$ cat src/hdl/decode_pkg.sv
package decode_pkg;

    typedef logic [31:0] instr_t;
    typedef logic [31:0] pc_t;
    typedef logic [2:0]  iq_sel_t;
    typedef logic [4:0]  reg_idx_t;
    typedef logic [4:0]  alu_op_t;
    typedef logic [2:0]  mdu_op_t;
    typedef logic [3:0]  bru_op_t;
    typedef logic [19:0] alu_imm_t;
    typedef logic [25:0] bru_imm_t;

    localparam iq_sel_t IQ_NONE = 3'b000;
    localparam iq_sel_t IQ_BRU  = 3'b001;
    localparam iq_sel_t IQ_MDU  = 3'b010;
    localparam iq_sel_t IQ_ALU  = 3'b100;

    localparam alu_op_t ALU_LU12I = 5'd0;
    localparam alu_op_t ALU_SLTI  = 5'd1;
    localparam alu_op_t ALU_SLTUI = 5'd2;
    localparam alu_op_t ALU_ADDI  = 5'd3;
    localparam alu_op_t ALU_ANDI  = 5'd4;
    localparam alu_op_t ALU_ORI   = 5'd5;
    localparam alu_op_t ALU_XORI  = 5'd6;
    localparam alu_op_t ALU_ADD   = 5'd7;
    localparam alu_op_t ALU_SUB   = 5'd8;
    localparam alu_op_t ALU_SLT   = 5'd9;
    localparam alu_op_t ALU_SLTU  = 5'd10;
    localparam alu_op_t ALU_NOR   = 5'd11;
    localparam alu_op_t ALU_AND   = 5'd12;
    localparam alu_op_t ALU_OR    = 5'd13;
    localparam alu_op_t ALU_XOR   = 5'd14;
    localparam alu_op_t ALU_SLL   = 5'd15;
    localparam alu_op_t ALU_SRL   = 5'd16;
    localparam alu_op_t ALU_SRA   = 5'd17;
    localparam alu_op_t ALU_SLLI  = 5'd21;
    localparam alu_op_t ALU_SRLI  = 5'd22;
    localparam alu_op_t ALU_SRAI  = 5'd23;

    localparam mdu_op_t MDU_DIV   = 3'd0;
    localparam mdu_op_t MDU_MOD   = 3'd1;
    localparam mdu_op_t MDU_DIVU  = 3'd2;
    localparam mdu_op_t MDU_MODU  = 3'd3;
    localparam mdu_op_t MDU_MUL   = 3'd4;
    localparam mdu_op_t MDU_MULH  = 3'd5;
    localparam mdu_op_t MDU_MULHU = 3'd6;

    localparam bru_op_t BRU_PCADDU = 4'd0;
    localparam bru_op_t BRU_JIRL   = 4'd1;
    localparam bru_op_t BRU_B      = 4'd2;
    localparam bru_op_t BRU_BL     = 4'd3;
    localparam bru_op_t BRU_BEQ    = 4'd4;
    localparam bru_op_t BRU_BNE    = 4'd5;
    localparam bru_op_t BRU_BLT    = 4'd6;
    localparam bru_op_t BRU_BGE    = 4'd7;
    localparam bru_op_t BRU_BLTU   = 4'd8;
    localparam bru_op_t BRU_BGEU   = 4'd9;

    localparam reg_idx_t LINK_REG = 5'd1;

    localparam logic [11:0] OPC_3R        = 12'h001;     // Bits 31:20
    localparam logic [14:0] OPC_DIV       = 15'h0010;    // Bits 31:17
    localparam logic [11:0] OPC_SHIFTI    = 12'h004;     // Bits 31:20, shift select in 19:18
    localparam logic [2:0]  SHIFTI_MINOR  = 3'b001;      // Bits 17:15
    localparam logic [6:0]  OPC_ALUI      = 7'b0000001;  // Bits 31:25
    localparam logic [6:0]  OPC_LU12I     = 7'b0001010;
    localparam logic [6:0]  OPC_PCADDU12I = 7'b0001110;

    // 3R minor field, bits 19:15
    localparam logic [4:0] MIN_ADD   = 5'd0;
    localparam logic [4:0] MIN_SUB   = 5'd2;
    localparam logic [4:0] MIN_SLT   = 5'd4;
    localparam logic [4:0] MIN_SLTU  = 5'd5;
    localparam logic [4:0] MIN_NOR   = 5'd8;
    localparam logic [4:0] MIN_AND   = 5'd9;
    localparam logic [4:0] MIN_OR    = 5'd10;
    localparam logic [4:0] MIN_XOR   = 5'd11;
    localparam logic [4:0] MIN_SLL   = 5'd14;
    localparam logic [4:0] MIN_SRL   = 5'd15;
    localparam logic [4:0] MIN_SRA   = 5'd16;
    localparam logic [4:0] MIN_MUL   = 5'd24;
    localparam logic [4:0] MIN_MULH  = 5'd25;
    localparam logic [4:0] MIN_MULHU = 5'd26;

    // Immediate ALU minor field, bits 24:22
    localparam logic [2:0] ALUI_SLTI  = 3'b000;
    localparam logic [2:0] ALUI_SLTUI = 3'b001;
    localparam logic [2:0] ALUI_ADDI  = 3'b010;
    localparam logic [2:0] ALUI_ANDI  = 3'b101;
    localparam logic [2:0] ALUI_ORI   = 3'b110;
    localparam logic [2:0] ALUI_XORI  = 3'b111;

    localparam logic [1:0] SHIFT_SLL = 2'b00;
    localparam logic [1:0] SHIFT_SRL = 2'b01;
    localparam logic [1:0] SHIFT_SRA = 2'b10;

    // Branch majors, bits 31:26
    localparam logic [5:0] OPC_JIRL = 6'h13;
    localparam logic [5:0] OPC_B    = 6'h14;
    localparam logic [5:0] OPC_BL   = 6'h15;
    localparam logic [5:0] OPC_BEQ  = 6'h16;
    localparam logic [5:0] OPC_BNE  = 6'h17;
    localparam logic [5:0] OPC_BLT  = 6'h18;
    localparam logic [5:0] OPC_BGE  = 6'h19;
    localparam logic [5:0] OPC_BLTU = 6'h1a;
    localparam logic [5:0] OPC_BGEU = 6'h1b;

endpackage

$ cat src/hdl/branch_decode.sv
`timescale 1ns/1ps

module branch_decode (
    input  decode_pkg::instr_t   instruction,
    input  decode_pkg::iq_sel_t  iq_sel,
    output decode_pkg::bru_op_t  bru_op,
    output decode_pkg::bru_imm_t bru_imm
);

    logic       is_bru;
    logic [5:0] major;

    assign is_bru = (iq_sel == decode_pkg::IQ_BRU);
    assign major = instruction[31:26];

    always_comb begin
        bru_op = decode_pkg::BRU_PCADDU;
        if (is_bru) begin
            case (major)
                decode_pkg::OPC_JIRL: bru_op = decode_pkg::BRU_JIRL;
                decode_pkg::OPC_B:    bru_op = decode_pkg::BRU_B;
                decode_pkg::OPC_BL:   bru_op = decode_pkg::BRU_BL;
                decode_pkg::OPC_BEQ:  bru_op = decode_pkg::BRU_BEQ;
                decode_pkg::OPC_BNE:  bru_op = decode_pkg::BRU_BNE;
                decode_pkg::OPC_BLT:  bru_op = decode_pkg::BRU_BLT;
                decode_pkg::OPC_BGE:  bru_op = decode_pkg::BRU_BGE;
                decode_pkg::OPC_BLTU: bru_op = decode_pkg::BRU_BLTU;
                decode_pkg::OPC_BGEU: bru_op = decode_pkg::BRU_BGEU;
                default:              bru_op = decode_pkg::BRU_PCADDU;  // PCADDU12I
            endcase
        end
    end

    always_comb begin
        if (!is_bru)
            bru_imm = '0;
        else if (instruction[31:25] == decode_pkg::OPC_PCADDU12I)
            bru_imm = {6'd0, instruction[24:5]};
        else if (major == decode_pkg::OPC_B || major == decode_pkg::OPC_BL)
            bru_imm = {instruction[9:0], instruction[25:10]};   // offs26 split field
        else
            bru_imm = {10'd0, instruction[25:10]};
    end

endmodule

$ cat src/hdl/decode_stage_reg.sv
`timescale 1ns/1ps

module decode_stage_reg (
    input  logic                 clk,
    input  logic                 rst_n,
    input  logic                 flush,
    input  logic                 hold,
    input  logic                 instruction_vld,
    input  logic                 legal,
    input  logic                 dst_en_dec,
    input  logic                 src1_en_dec,
    input  logic                 src2_en_dec,
    input  decode_pkg::iq_sel_t  iq_sel_dec,
    input  decode_pkg::alu_op_t  alu_op_dec,
    input  decode_pkg::mdu_op_t  mdu_op_dec,
    input  decode_pkg::bru_op_t  bru_op_dec,
    input  decode_pkg::alu_imm_t alu_imm_dec,
    input  decode_pkg::bru_imm_t bru_imm_dec,
    input  decode_pkg::reg_idx_t dst_reg_dec,
    input  decode_pkg::reg_idx_t src1_reg_dec,
    input  decode_pkg::reg_idx_t src2_reg_dec,
    input  decode_pkg::pc_t      pc_in,
    input  decode_pkg::pc_t      target_in,
    output logic                 decode_vld,
    output logic                 ine,
    output decode_pkg::iq_sel_t  iq_sel,
    output decode_pkg::alu_op_t  alu_op,
    output decode_pkg::mdu_op_t  mdu_op,
    output decode_pkg::bru_op_t  bru_op,
    output decode_pkg::alu_imm_t alu_imm,
    output decode_pkg::bru_imm_t bru_imm,
    output logic                 dst_en,
    output logic                 src1_en,
    output logic                 src2_en,
    output decode_pkg::reg_idx_t dst_reg,
    output decode_pkg::reg_idx_t src1_reg,
    output decode_pkg::reg_idx_t src2_reg,
    output decode_pkg::pc_t      pc_out,
    output decode_pkg::pc_t      target_out
);

    logic load;

    assign load = instruction_vld && !flush && !hold;

    // Flush or an empty slot clears, hold keeps everything
    always_ff @(posedge clk or negedge rst_n) begin
        if (!rst_n) begin
            decode_vld <= 1'b0;
            ine        <= 1'b0;
            iq_sel     <= '0;
            alu_op     <= '0;
            mdu_op     <= '0;
            bru_op     <= '0;
            alu_imm    <= '0;
            bru_imm    <= '0;
            dst_en     <= 1'b0;
            src1_en    <= 1'b0;
            src2_en    <= 1'b0;
            dst_reg    <= '0;
            src1_reg   <= '0;
            src2_reg   <= '0;
        end else if (flush || !hold) begin
            decode_vld <= load && legal;
            ine        <= load && !legal;
            iq_sel     <= load ? iq_sel_dec : '0;
            alu_op     <= load ? alu_op_dec : '0;
            mdu_op     <= load ? mdu_op_dec : '0;
            bru_op     <= load ? bru_op_dec : '0;
            alu_imm    <= load ? alu_imm_dec : '0;
            bru_imm    <= load ? bru_imm_dec : '0;
            dst_en     <= load && dst_en_dec;
            src1_en    <= load && src1_en_dec;
            src2_en    <= load && src2_en_dec;
            dst_reg    <= load ? dst_reg_dec : '0;
            src1_reg   <= load ? src1_reg_dec : '0;
            src2_reg   <= load ? src2_reg_dec : '0;
        end
    end

    always_ff @(posedge clk or negedge rst_n) begin
        if (!rst_n) begin
            pc_out     <= '0;
            target_out <= '0;
        end else if (load) begin
            pc_out     <= pc_in;       // Kept over empty slots
            target_out <= target_in;
        end
    end

endmodule

$ cat src/hdl/decode_top.sv
`timescale 1ns/1ps

module decode_top (
    input  logic                 clk,
    input  logic                 rst_n,
    input  logic                 flush,
    input  logic                 hold,
    input  logic                 instruction_vld,
    input  decode_pkg::instr_t   instruction,
    input  decode_pkg::pc_t      pc_in,
    input  decode_pkg::pc_t      target_in,
    output logic                 decode_vld,
    output logic                 ine,
    output decode_pkg::iq_sel_t  iq_sel,
    output decode_pkg::alu_op_t  alu_op,
    output decode_pkg::mdu_op_t  mdu_op,
    output decode_pkg::bru_op_t  bru_op,
    output decode_pkg::alu_imm_t alu_imm,
    output decode_pkg::bru_imm_t bru_imm,
    output logic                 dst_en,
    output logic                 src1_en,
    output logic                 src2_en,
    output decode_pkg::reg_idx_t dst_reg,
    output decode_pkg::reg_idx_t src1_reg,
    output decode_pkg::reg_idx_t src2_reg,
    output decode_pkg::pc_t      pc_out,
    output decode_pkg::pc_t      target_out
);

    decode_pkg::iq_sel_t  iq_sel_dec;
    logic                 legal;
    decode_pkg::alu_op_t  alu_op_dec;
    decode_pkg::mdu_op_t  mdu_op_dec;
    decode_pkg::alu_imm_t alu_imm_dec;
    decode_pkg::bru_op_t  bru_op_dec;
    decode_pkg::bru_imm_t bru_imm_dec;
    logic                 dst_en_dec;
    logic                 src1_en_dec;
    logic                 src2_en_dec;
    decode_pkg::reg_idx_t dst_reg_dec;
    decode_pkg::reg_idx_t src1_reg_dec;
    decode_pkg::reg_idx_t src2_reg_dec;

    iq_classify u_iq_classify (
        .instruction (instruction),
        .iq_sel      (iq_sel_dec),
        .legal       (legal)
    );

    int_op_decode u_int_op_decode (
        .instruction (instruction),
        .iq_sel      (iq_sel_dec),
        .alu_op      (alu_op_dec),
        .mdu_op      (mdu_op_dec),
        .alu_imm     (alu_imm_dec)
    );

    branch_decode u_branch_decode (
        .instruction (instruction),
        .iq_sel      (iq_sel_dec),
        .bru_op      (bru_op_dec),
        .bru_imm     (bru_imm_dec)
    );

    reg_field_decode u_reg_field_decode (
        .instruction (instruction),
        .iq_sel      (iq_sel_dec),
        .dst_en      (dst_en_dec),
        .src1_en     (src1_en_dec),
        .src2_en     (src2_en_dec),
        .dst_reg     (dst_reg_dec),
        .src1_reg    (src1_reg_dec),
        .src2_reg    (src2_reg_dec)
    );

    decode_stage_reg u_decode_stage_reg (
        .clk             (clk),
        .rst_n           (rst_n),
        .flush           (flush),
        .hold            (hold),
        .instruction_vld (instruction_vld),
        .legal           (legal),
        .dst_en_dec      (dst_en_dec),
        .src1_en_dec     (src1_en_dec),
        .src2_en_dec     (src2_en_dec),
        .iq_sel_dec      (iq_sel_dec),
        .alu_op_dec      (alu_op_dec),
        .mdu_op_dec      (mdu_op_dec),
        .bru_op_dec      (bru_op_dec),
        .alu_imm_dec     (alu_imm_dec),
        .bru_imm_dec     (bru_imm_dec),
        .dst_reg_dec     (dst_reg_dec),
        .src1_reg_dec    (src1_reg_dec),
        .src2_reg_dec    (src2_reg_dec),
        .pc_in           (pc_in),
        .target_in       (target_in),
        .decode_vld      (decode_vld),
        .ine             (ine),
        .iq_sel          (iq_sel),
        .alu_op          (alu_op),
        .mdu_op          (mdu_op),
        .bru_op          (bru_op),
        .alu_imm         (alu_imm),
        .bru_imm         (bru_imm),
        .dst_en          (dst_en),
        .src1_en         (src1_en),
        .src2_en         (src2_en),
        .dst_reg         (dst_reg),
        .src1_reg        (src1_reg),
        .src2_reg        (src2_reg),
        .pc_out          (pc_out),
        .target_out      (target_out)
    );

endmodule

$ cat src/hdl/int_op_decode.sv
`timescale 1ns/1ps

module int_op_decode (
    input  decode_pkg::instr_t   instruction,
    input  decode_pkg::iq_sel_t  iq_sel,
    output decode_pkg::alu_op_t  alu_op,
    output decode_pkg::mdu_op_t  mdu_op,
    output decode_pkg::alu_imm_t alu_imm
);

    logic is_alu;
    logic is_lu12i;

    assign is_alu = (iq_sel == decode_pkg::IQ_ALU);
    assign is_lu12i = (instruction[31:25] == decode_pkg::OPC_LU12I);

    always_comb begin
        alu_op = decode_pkg::ALU_LU12I;                 // LU12I is op 0
        if (is_alu) begin
            if (instruction[31:25] == decode_pkg::OPC_ALUI) begin
                case (instruction[24:22])
                    decode_pkg::ALUI_SLTI:  alu_op = decode_pkg::ALU_SLTI;
                    decode_pkg::ALUI_SLTUI: alu_op = decode_pkg::ALU_SLTUI;
                    decode_pkg::ALUI_ADDI:  alu_op = decode_pkg::ALU_ADDI;
                    decode_pkg::ALUI_ANDI:  alu_op = decode_pkg::ALU_ANDI;
                    decode_pkg::ALUI_ORI:   alu_op = decode_pkg::ALU_ORI;
                    decode_pkg::ALUI_XORI:  alu_op = decode_pkg::ALU_XORI;
                    default:                alu_op = '0;
                endcase
            end else if (instruction[31:20] == decode_pkg::OPC_SHIFTI) begin
                case (instruction[19:18])
                    decode_pkg::SHIFT_SLL: alu_op = decode_pkg::ALU_SLLI;
                    decode_pkg::SHIFT_SRL: alu_op = decode_pkg::ALU_SRLI;
                    decode_pkg::SHIFT_SRA: alu_op = decode_pkg::ALU_SRAI;
                    default:               alu_op = '0;
                endcase
            end else if (instruction[31:20] == decode_pkg::OPC_3R) begin
                case (instruction[19:15])
                    decode_pkg::MIN_ADD:  alu_op = decode_pkg::ALU_ADD;
                    decode_pkg::MIN_SUB:  alu_op = decode_pkg::ALU_SUB;
                    decode_pkg::MIN_SLT:  alu_op = decode_pkg::ALU_SLT;
                    decode_pkg::MIN_SLTU: alu_op = decode_pkg::ALU_SLTU;
                    decode_pkg::MIN_NOR:  alu_op = decode_pkg::ALU_NOR;
                    decode_pkg::MIN_AND:  alu_op = decode_pkg::ALU_AND;
                    decode_pkg::MIN_OR:   alu_op = decode_pkg::ALU_OR;
                    decode_pkg::MIN_XOR:  alu_op = decode_pkg::ALU_XOR;
                    decode_pkg::MIN_SLL:  alu_op = decode_pkg::ALU_SLL;
                    decode_pkg::MIN_SRL:  alu_op = decode_pkg::ALU_SRL;
                    decode_pkg::MIN_SRA:  alu_op = decode_pkg::ALU_SRA;
                    default:              alu_op = '0;
                endcase
            end
        end
    end

    always_comb begin
        mdu_op = '0;
        if (iq_sel == decode_pkg::IQ_MDU) begin
            if (instruction[31:17] == decode_pkg::OPC_DIV) begin
                case (instruction[16:15])
                    2'b00:   mdu_op = decode_pkg::MDU_DIV;
                    2'b01:   mdu_op = decode_pkg::MDU_MOD;
                    2'b10:   mdu_op = decode_pkg::MDU_DIVU;
                    default: mdu_op = decode_pkg::MDU_MODU;
                endcase
            end else begin
                case (instruction[19:15])
                    decode_pkg::MIN_MUL:   mdu_op = decode_pkg::MDU_MUL;
                    decode_pkg::MIN_MULH:  mdu_op = decode_pkg::MDU_MULH;
                    decode_pkg::MIN_MULHU: mdu_op = decode_pkg::MDU_MULHU;
                    default:               mdu_op = '0;
                endcase
            end
        end
    end

    // 20-bit upper immediate for LU12I, si12/ui12/ui5 field otherwise
    assign alu_imm = !is_alu  ? '0 :
                     is_lu12i ? instruction[24:5] : {8'd0, instruction[21:10]};

endmodule

$ cat src/hdl/iq_classify.sv
`timescale 1ns/1ps

module iq_classify (
    input  decode_pkg::instr_t  instruction,
    output decode_pkg::iq_sel_t iq_sel,
    output logic                legal
);

    logic [4:0] minor;
    logic       is_3r;
    logic       is_3r_alu;
    logic       is_mul;
    logic       is_div;
    logic       is_shifti;
    logic       is_alui;
    logic       is_lu12i;
    logic       is_pcaddu;
    logic       is_branch;

    assign minor = instruction[19:15];
    assign is_3r = (instruction[31:20] == decode_pkg::OPC_3R);
    assign is_3r_alu = is_3r && (minor inside {decode_pkg::MIN_ADD, decode_pkg::MIN_SUB,
        decode_pkg::MIN_SLT, decode_pkg::MIN_SLTU, decode_pkg::MIN_NOR, decode_pkg::MIN_AND,
        decode_pkg::MIN_OR, decode_pkg::MIN_XOR, decode_pkg::MIN_SLL, decode_pkg::MIN_SRL,
        decode_pkg::MIN_SRA});
    assign is_mul = is_3r &&
        (minor inside {decode_pkg::MIN_MUL, decode_pkg::MIN_MULH, decode_pkg::MIN_MULHU});
    assign is_div = (instruction[31:17] == decode_pkg::OPC_DIV);
    assign is_shifti = (instruction[31:20] == decode_pkg::OPC_SHIFTI) &&
        (instruction[17:15] == decode_pkg::SHIFTI_MINOR) &&
        (instruction[19:18] != 2'b11);              // 11 is not a shift
    assign is_alui = (instruction[31:25] == decode_pkg::OPC_ALUI) &&
        (instruction[24:22] inside {decode_pkg::ALUI_SLTI, decode_pkg::ALUI_SLTUI,
        decode_pkg::ALUI_ADDI, decode_pkg::ALUI_ANDI, decode_pkg::ALUI_ORI,
        decode_pkg::ALUI_XORI});
    assign is_lu12i = (instruction[31:25] == decode_pkg::OPC_LU12I);
    assign is_pcaddu = (instruction[31:25] == decode_pkg::OPC_PCADDU12I);
    assign is_branch = (instruction[31:26] inside {[decode_pkg::OPC_JIRL:decode_pkg::OPC_BGEU]});

    always_comb begin
        if (is_3r_alu || is_shifti || is_alui || is_lu12i)
            iq_sel = decode_pkg::IQ_ALU;
        else if (is_mul || is_div)
            iq_sel = decode_pkg::IQ_MDU;
        else if (is_branch || is_pcaddu)
            iq_sel = decode_pkg::IQ_BRU;
        else
            iq_sel = decode_pkg::IQ_NONE;
    end

    assign legal = (iq_sel != decode_pkg::IQ_NONE);

endmodule

$ cat src/hdl/reg_field_decode.sv
`timescale 1ns/1ps

module reg_field_decode (
    input  decode_pkg::instr_t   instruction,
    input  decode_pkg::iq_sel_t  iq_sel,
    output logic                 dst_en,
    output logic                 src1_en,
    output logic                 src2_en,
    output decode_pkg::reg_idx_t dst_reg,
    output decode_pkg::reg_idx_t src1_reg,
    output decode_pkg::reg_idx_t src2_reg
);

    logic       is_alu;
    logic       is_mdu;
    logic       is_bru;
    logic [5:0] major;
    logic       is_jirl;
    logic       is_bl;
    logic       is_pcaddu;
    logic       is_cond;
    logic       is_lu12i;
    logic       is_3r;

    assign is_alu = (iq_sel == decode_pkg::IQ_ALU);
    assign is_mdu = (iq_sel == decode_pkg::IQ_MDU);
    assign is_bru = (iq_sel == decode_pkg::IQ_BRU);
    assign major = instruction[31:26];

    assign is_jirl = is_bru && (major == decode_pkg::OPC_JIRL);
    assign is_bl = is_bru && (major == decode_pkg::OPC_BL);
    assign is_pcaddu = is_bru && (instruction[31:25] == decode_pkg::OPC_PCADDU12I);
    assign is_cond = is_bru && (major inside {[decode_pkg::OPC_BEQ:decode_pkg::OPC_BGEU]});
    assign is_lu12i = is_alu && (instruction[31:25] == decode_pkg::OPC_LU12I);
    assign is_3r = is_alu && (instruction[31:20] == decode_pkg::OPC_3R);

    assign dst_reg = is_bl ? decode_pkg::LINK_REG : instruction[4:0];
    assign src1_reg = instruction[9:5];
    assign src2_reg = is_cond ? instruction[4:0] : instruction[14:10];  // Compare against rd

    assign dst_en = is_alu || is_mdu || is_jirl || is_bl || is_pcaddu;
    assign src1_en = (is_alu && !is_lu12i) || is_mdu || is_jirl || is_cond;
    assign src2_en = is_3r || is_mdu || is_cond;

endmodule

$ cat config.mk
export PLATFORM = sky130hd
export DESIGN_NAME = decode_top
export DESIGN_NICKNAME = d
export VERILOG_FILES = /design/src/hdl/decode_pkg.sv /design/src/hdl/branch_decode.sv /design/src/hdl/decode_stage_reg.sv /design/src/hdl/decode_top.sv /design/src/hdl/int_op_decode.sv /design/src/hdl/iq_classify.sv /design/src/hdl/reg_field_decode.sv
export SDC_FILE = /design/constraint.sdc
export NUM_CORES = 1
export LEC_CHECK = 0
export BUFFER_PORTS_ARGS = -buffer_cell sky130_fd_sc_hd__clkbuf_2
export CORE_ASPECT_RATIO = 0.75
export CORE_MARGIN = 4
export CORE_UTILIZATION = 25
export DETAILED_ROUTE_END_ITERATION = 6
export GPL_TIMING_DRIVEN = 0
export PLACE_DENSITY = 0.53
export SLEW_MARGIN = 20
export SYNTH_ARGS = -nofsm -noshare
export SYNTH_HDL_FRONTEND = slang
export SYNTH_HIERARCHICAL = 1
export SYNTH_SLANG_ARGS = --single-unit
$ cat constraint.sdc
create_clock -name clk -period 0.9 [get_ports clk]
set_clock_uncertainty 0.1 [all_clocks]
set_input_delay 0.09 -clock clk [delete_from_list [all_inputs] [get_ports clk]]
set_output_delay 0.09 -clock clk [all_outputs]
set_load 0.02 [all_outputs]
==> impl_metrics.ini <==
[power]
p_int_w = 0.0151
cellLeakagePower_nw = 6.38
peakVddDrop_mv = 1.08
netSwitchingFraction_pct = 28.2
pwr-share-seq_pct = 36.1
powerDensity_nw_per_um2 = 1470
p_switching_w = 0.00593
pwr-share-clk_pct = 36.3
comb_power_share_pct = 27.6
finalPower_w = 0.0211

[synthesis]
synth.distinct_cells = 69
synth-seq-cells = 145
synth-simple-area-share_pct = 22.9
async_flop_share_pct = 100
synth_mux_area_share_pct = 16.3
netlist_area_um2 = 8110
synth_nets = 873
synth_compound_area_share_pct = 9.09
synthAdderAreaFrac_pct = 1.39
yosys_warnings = 6
synth.most_common_cell = dfrtp_1
synth_xor_area_share_pct = 0.324
synthTopCellsByArea = dfrtp_1 (45%), mux2_4 (12%), nand3b_1 (7.5%), a21oi_1 (5.6%), nand2_1 (5.5%)
syn_inst = 763
synth_common_cells = dfrtp_1 (145), nand2_1 (119), a21oi_1 (90)
yosys.area.top_type = dfrtp_1
synth_top_family_by_area = simple AND/OR/NAND/NOR gates
synth_top_cell_area_share_pct = 44.7
avgSynthCellArea_um2 = 10.6
synth-seq-area-share_pct = 44.7
synth_edf_count = 0
synth_ff_type = dfrtp_1

[cells_and_area]
reg_top3 = u_decode_stage_reg/pc_out (32), u_decode_stage_reg/target_out (32), u_decode_stage_reg/bru_imm (26)
layout.cells.non_filler = 1677
area_growth_pct = 76.6
final_util_pct = 45.3
drive_above_1_share_pct = 48.9
nNetsFinal = 1334

[clock_tree]
cts_max_level = 4
clkTransAtPathRegs_ps = 60
clock-root-buffer = clkbuf_16
cts_tree = built
cts.path.max_buffers = 2
numCtsBuffers = 17
numClockSinks = 145
clk_latency_ps = 430

[critical_path]
end_kind = flip-flop
critPathKind = in -> reg
start_kind = primary input
cp.arrival_ps = 2700
path_max_fanout = 3
crit_required_ps = 1160

[run_status]
outcome = finished, violations left
violations = design-rule violations, negative hold slack, negative setup slack

[hold_path]
hold_class = in -> reg

[route]
post-route-drc-count = 2
drt_first_iter_violations = 401
vias = 7738
ant_nets = 0
viasPerCell = 4.61
drtPass1Iterations = 7
wl_per_cell_um = 19.0
wirelength_mm = 31.9

[timing]
fin_crit_sh_pct = 272
hold_viol_final = 2
fin_crit_ps = 2440
relSlewSlack_pct = 62.3
slew_viol_final = 0
max_freq_ghz = 0.409
tightest_slew_ps = 566
rsz0062_at_grt = true
setup_ws_ps = -1540
setup_viol = 282
fin_hold_ws_ps = -143
setup_tns_ps = -136590

[place]
io_buffers = 242
hpwl_mm = 20.9
gp_congestion = 0.857
placed_cells = 1442

[grt]
grt_pass1_vias = 7229
overflow = 0
grt_max_degree = 59
grt_pass1_wl_mm = 43.3
groute.usage.overall_pct = 15.9
antenna_found_initial = 6

[die]
initial_core_util_pct = 25.7
die-area_um2 = 35400
ios = 246
fp-row-count = 56
core_region_area_um2 = 31600
fp.dieW_um = 216
die_h_um = 164

[run]
drv_cap = 0
placed cells by master (no fill, tap or decap), drive strengths merged, types with 7 or more instances in the layout:
master	count
nand2b	8
a21oi	90
buf	290
nand3b	81
inv	9
nor3b	7
nor3	8
mux2i	27
nor4	9
ha	9
nor2	25
and2	14
nand2	119
mux2	72
and3	7
clkbuf	162
dlygate4sd3	71
dfrtp	145
area by class of cell:
type                    count  area (µm²)
diodes                      5        12.5
plain buffers              57         454
clock buffers              24         502
clock inverters             8         124
fillers                  2901       17300
inverters                   8        30.0
multi-input cells         552        4580
flip-flops and latches    145        3630
well taps                 435         544
repair buffers            443        4450
through the flow:
stage	setup WS (ps)	area (µm²)
finish	-1540	14300
global route	-1580	14300
global placement	-3000	10000
CTS	-1520	12400
detailed placement	-2950	10100
floorplan	-1940	8250
critical path, stage by stage:
cell and delay, ps:
clkbuf_16 120, or3_4 420, nor2_4 140, nand2_4 70
o311ai_4 280, or3b_4 440, buf_6 140, nor4_4 150
nand4_1 170, a211oi_2 310, nand3b_1 210, a21oi_1 160
worst paths after layout:
path,end,cells past startpoint,slack (ps),startpoint
setup / recovery,u_decode_stage_reg/alu_op[3],12,-1540,instruction[31]
hold / removal,u_decode_stage_reg/ine,3,-140,hold
setup reg to reg,u_decode_stage_reg/alu_imm[14],4,-120,u_decode_stage_reg/alu_imm[14]
hold reg to reg,u_decode_stage_reg/target_out[18],1,430,u_decode_stage_reg/target_out[18]
max in group asynchronous,u_decode_stage_reg/pc_out[22],3,120,rst_n
min in group asynchronous,u_decode_stage_reg/bru_imm[14],2,30,rst_n
kinds of logic after synthesis:
kind of cell / count (synthesis)
XOR/XNOR: 3
flip-flops: 145
adder cells (fa/ha/maj): 9
AO/OA/AOI/OAI: 126
multiplexers: 99
AND/OR/NAND/NOR: 315
buffers and inverters: 66
metal layers:
layer  routed length, µm  track usage (%)  up-vias
li1                    -                -     3637
met5                  27                0        -
met2               14300             23.0      216
met3                1710             4.64       41
met1               15200             22.5     3840
met4                 702             6.11        4
repair_timing:
item	in CTS	in global routing
cloned	0	9
resized for setup	149	472
pin swaps	44	24
setup buffers	37	84
endpoints found under the hold margin	221	3
endpoints found under the setup margin	267	377
hold buffers	71	1
power by group through the flow:
stage | combinational, W | sequential, W | clock [W]
2_1_floorplan | 0.00159 | 0.00826 | 0
3_3_place_gp | 0.00382 | 0.00753 | 0
3_5_place_dp | 0.00388 | 0.00754 | 0
4_1_cts | 0.00444 | 0.00744 | 0.00788
5_1_grt | 0.00611 | 0.00766 | 0.00811
6_report | 0.00582 | 0.00760 | 0.00764
No activity file was read; power rests on OpenSTA's default activity.
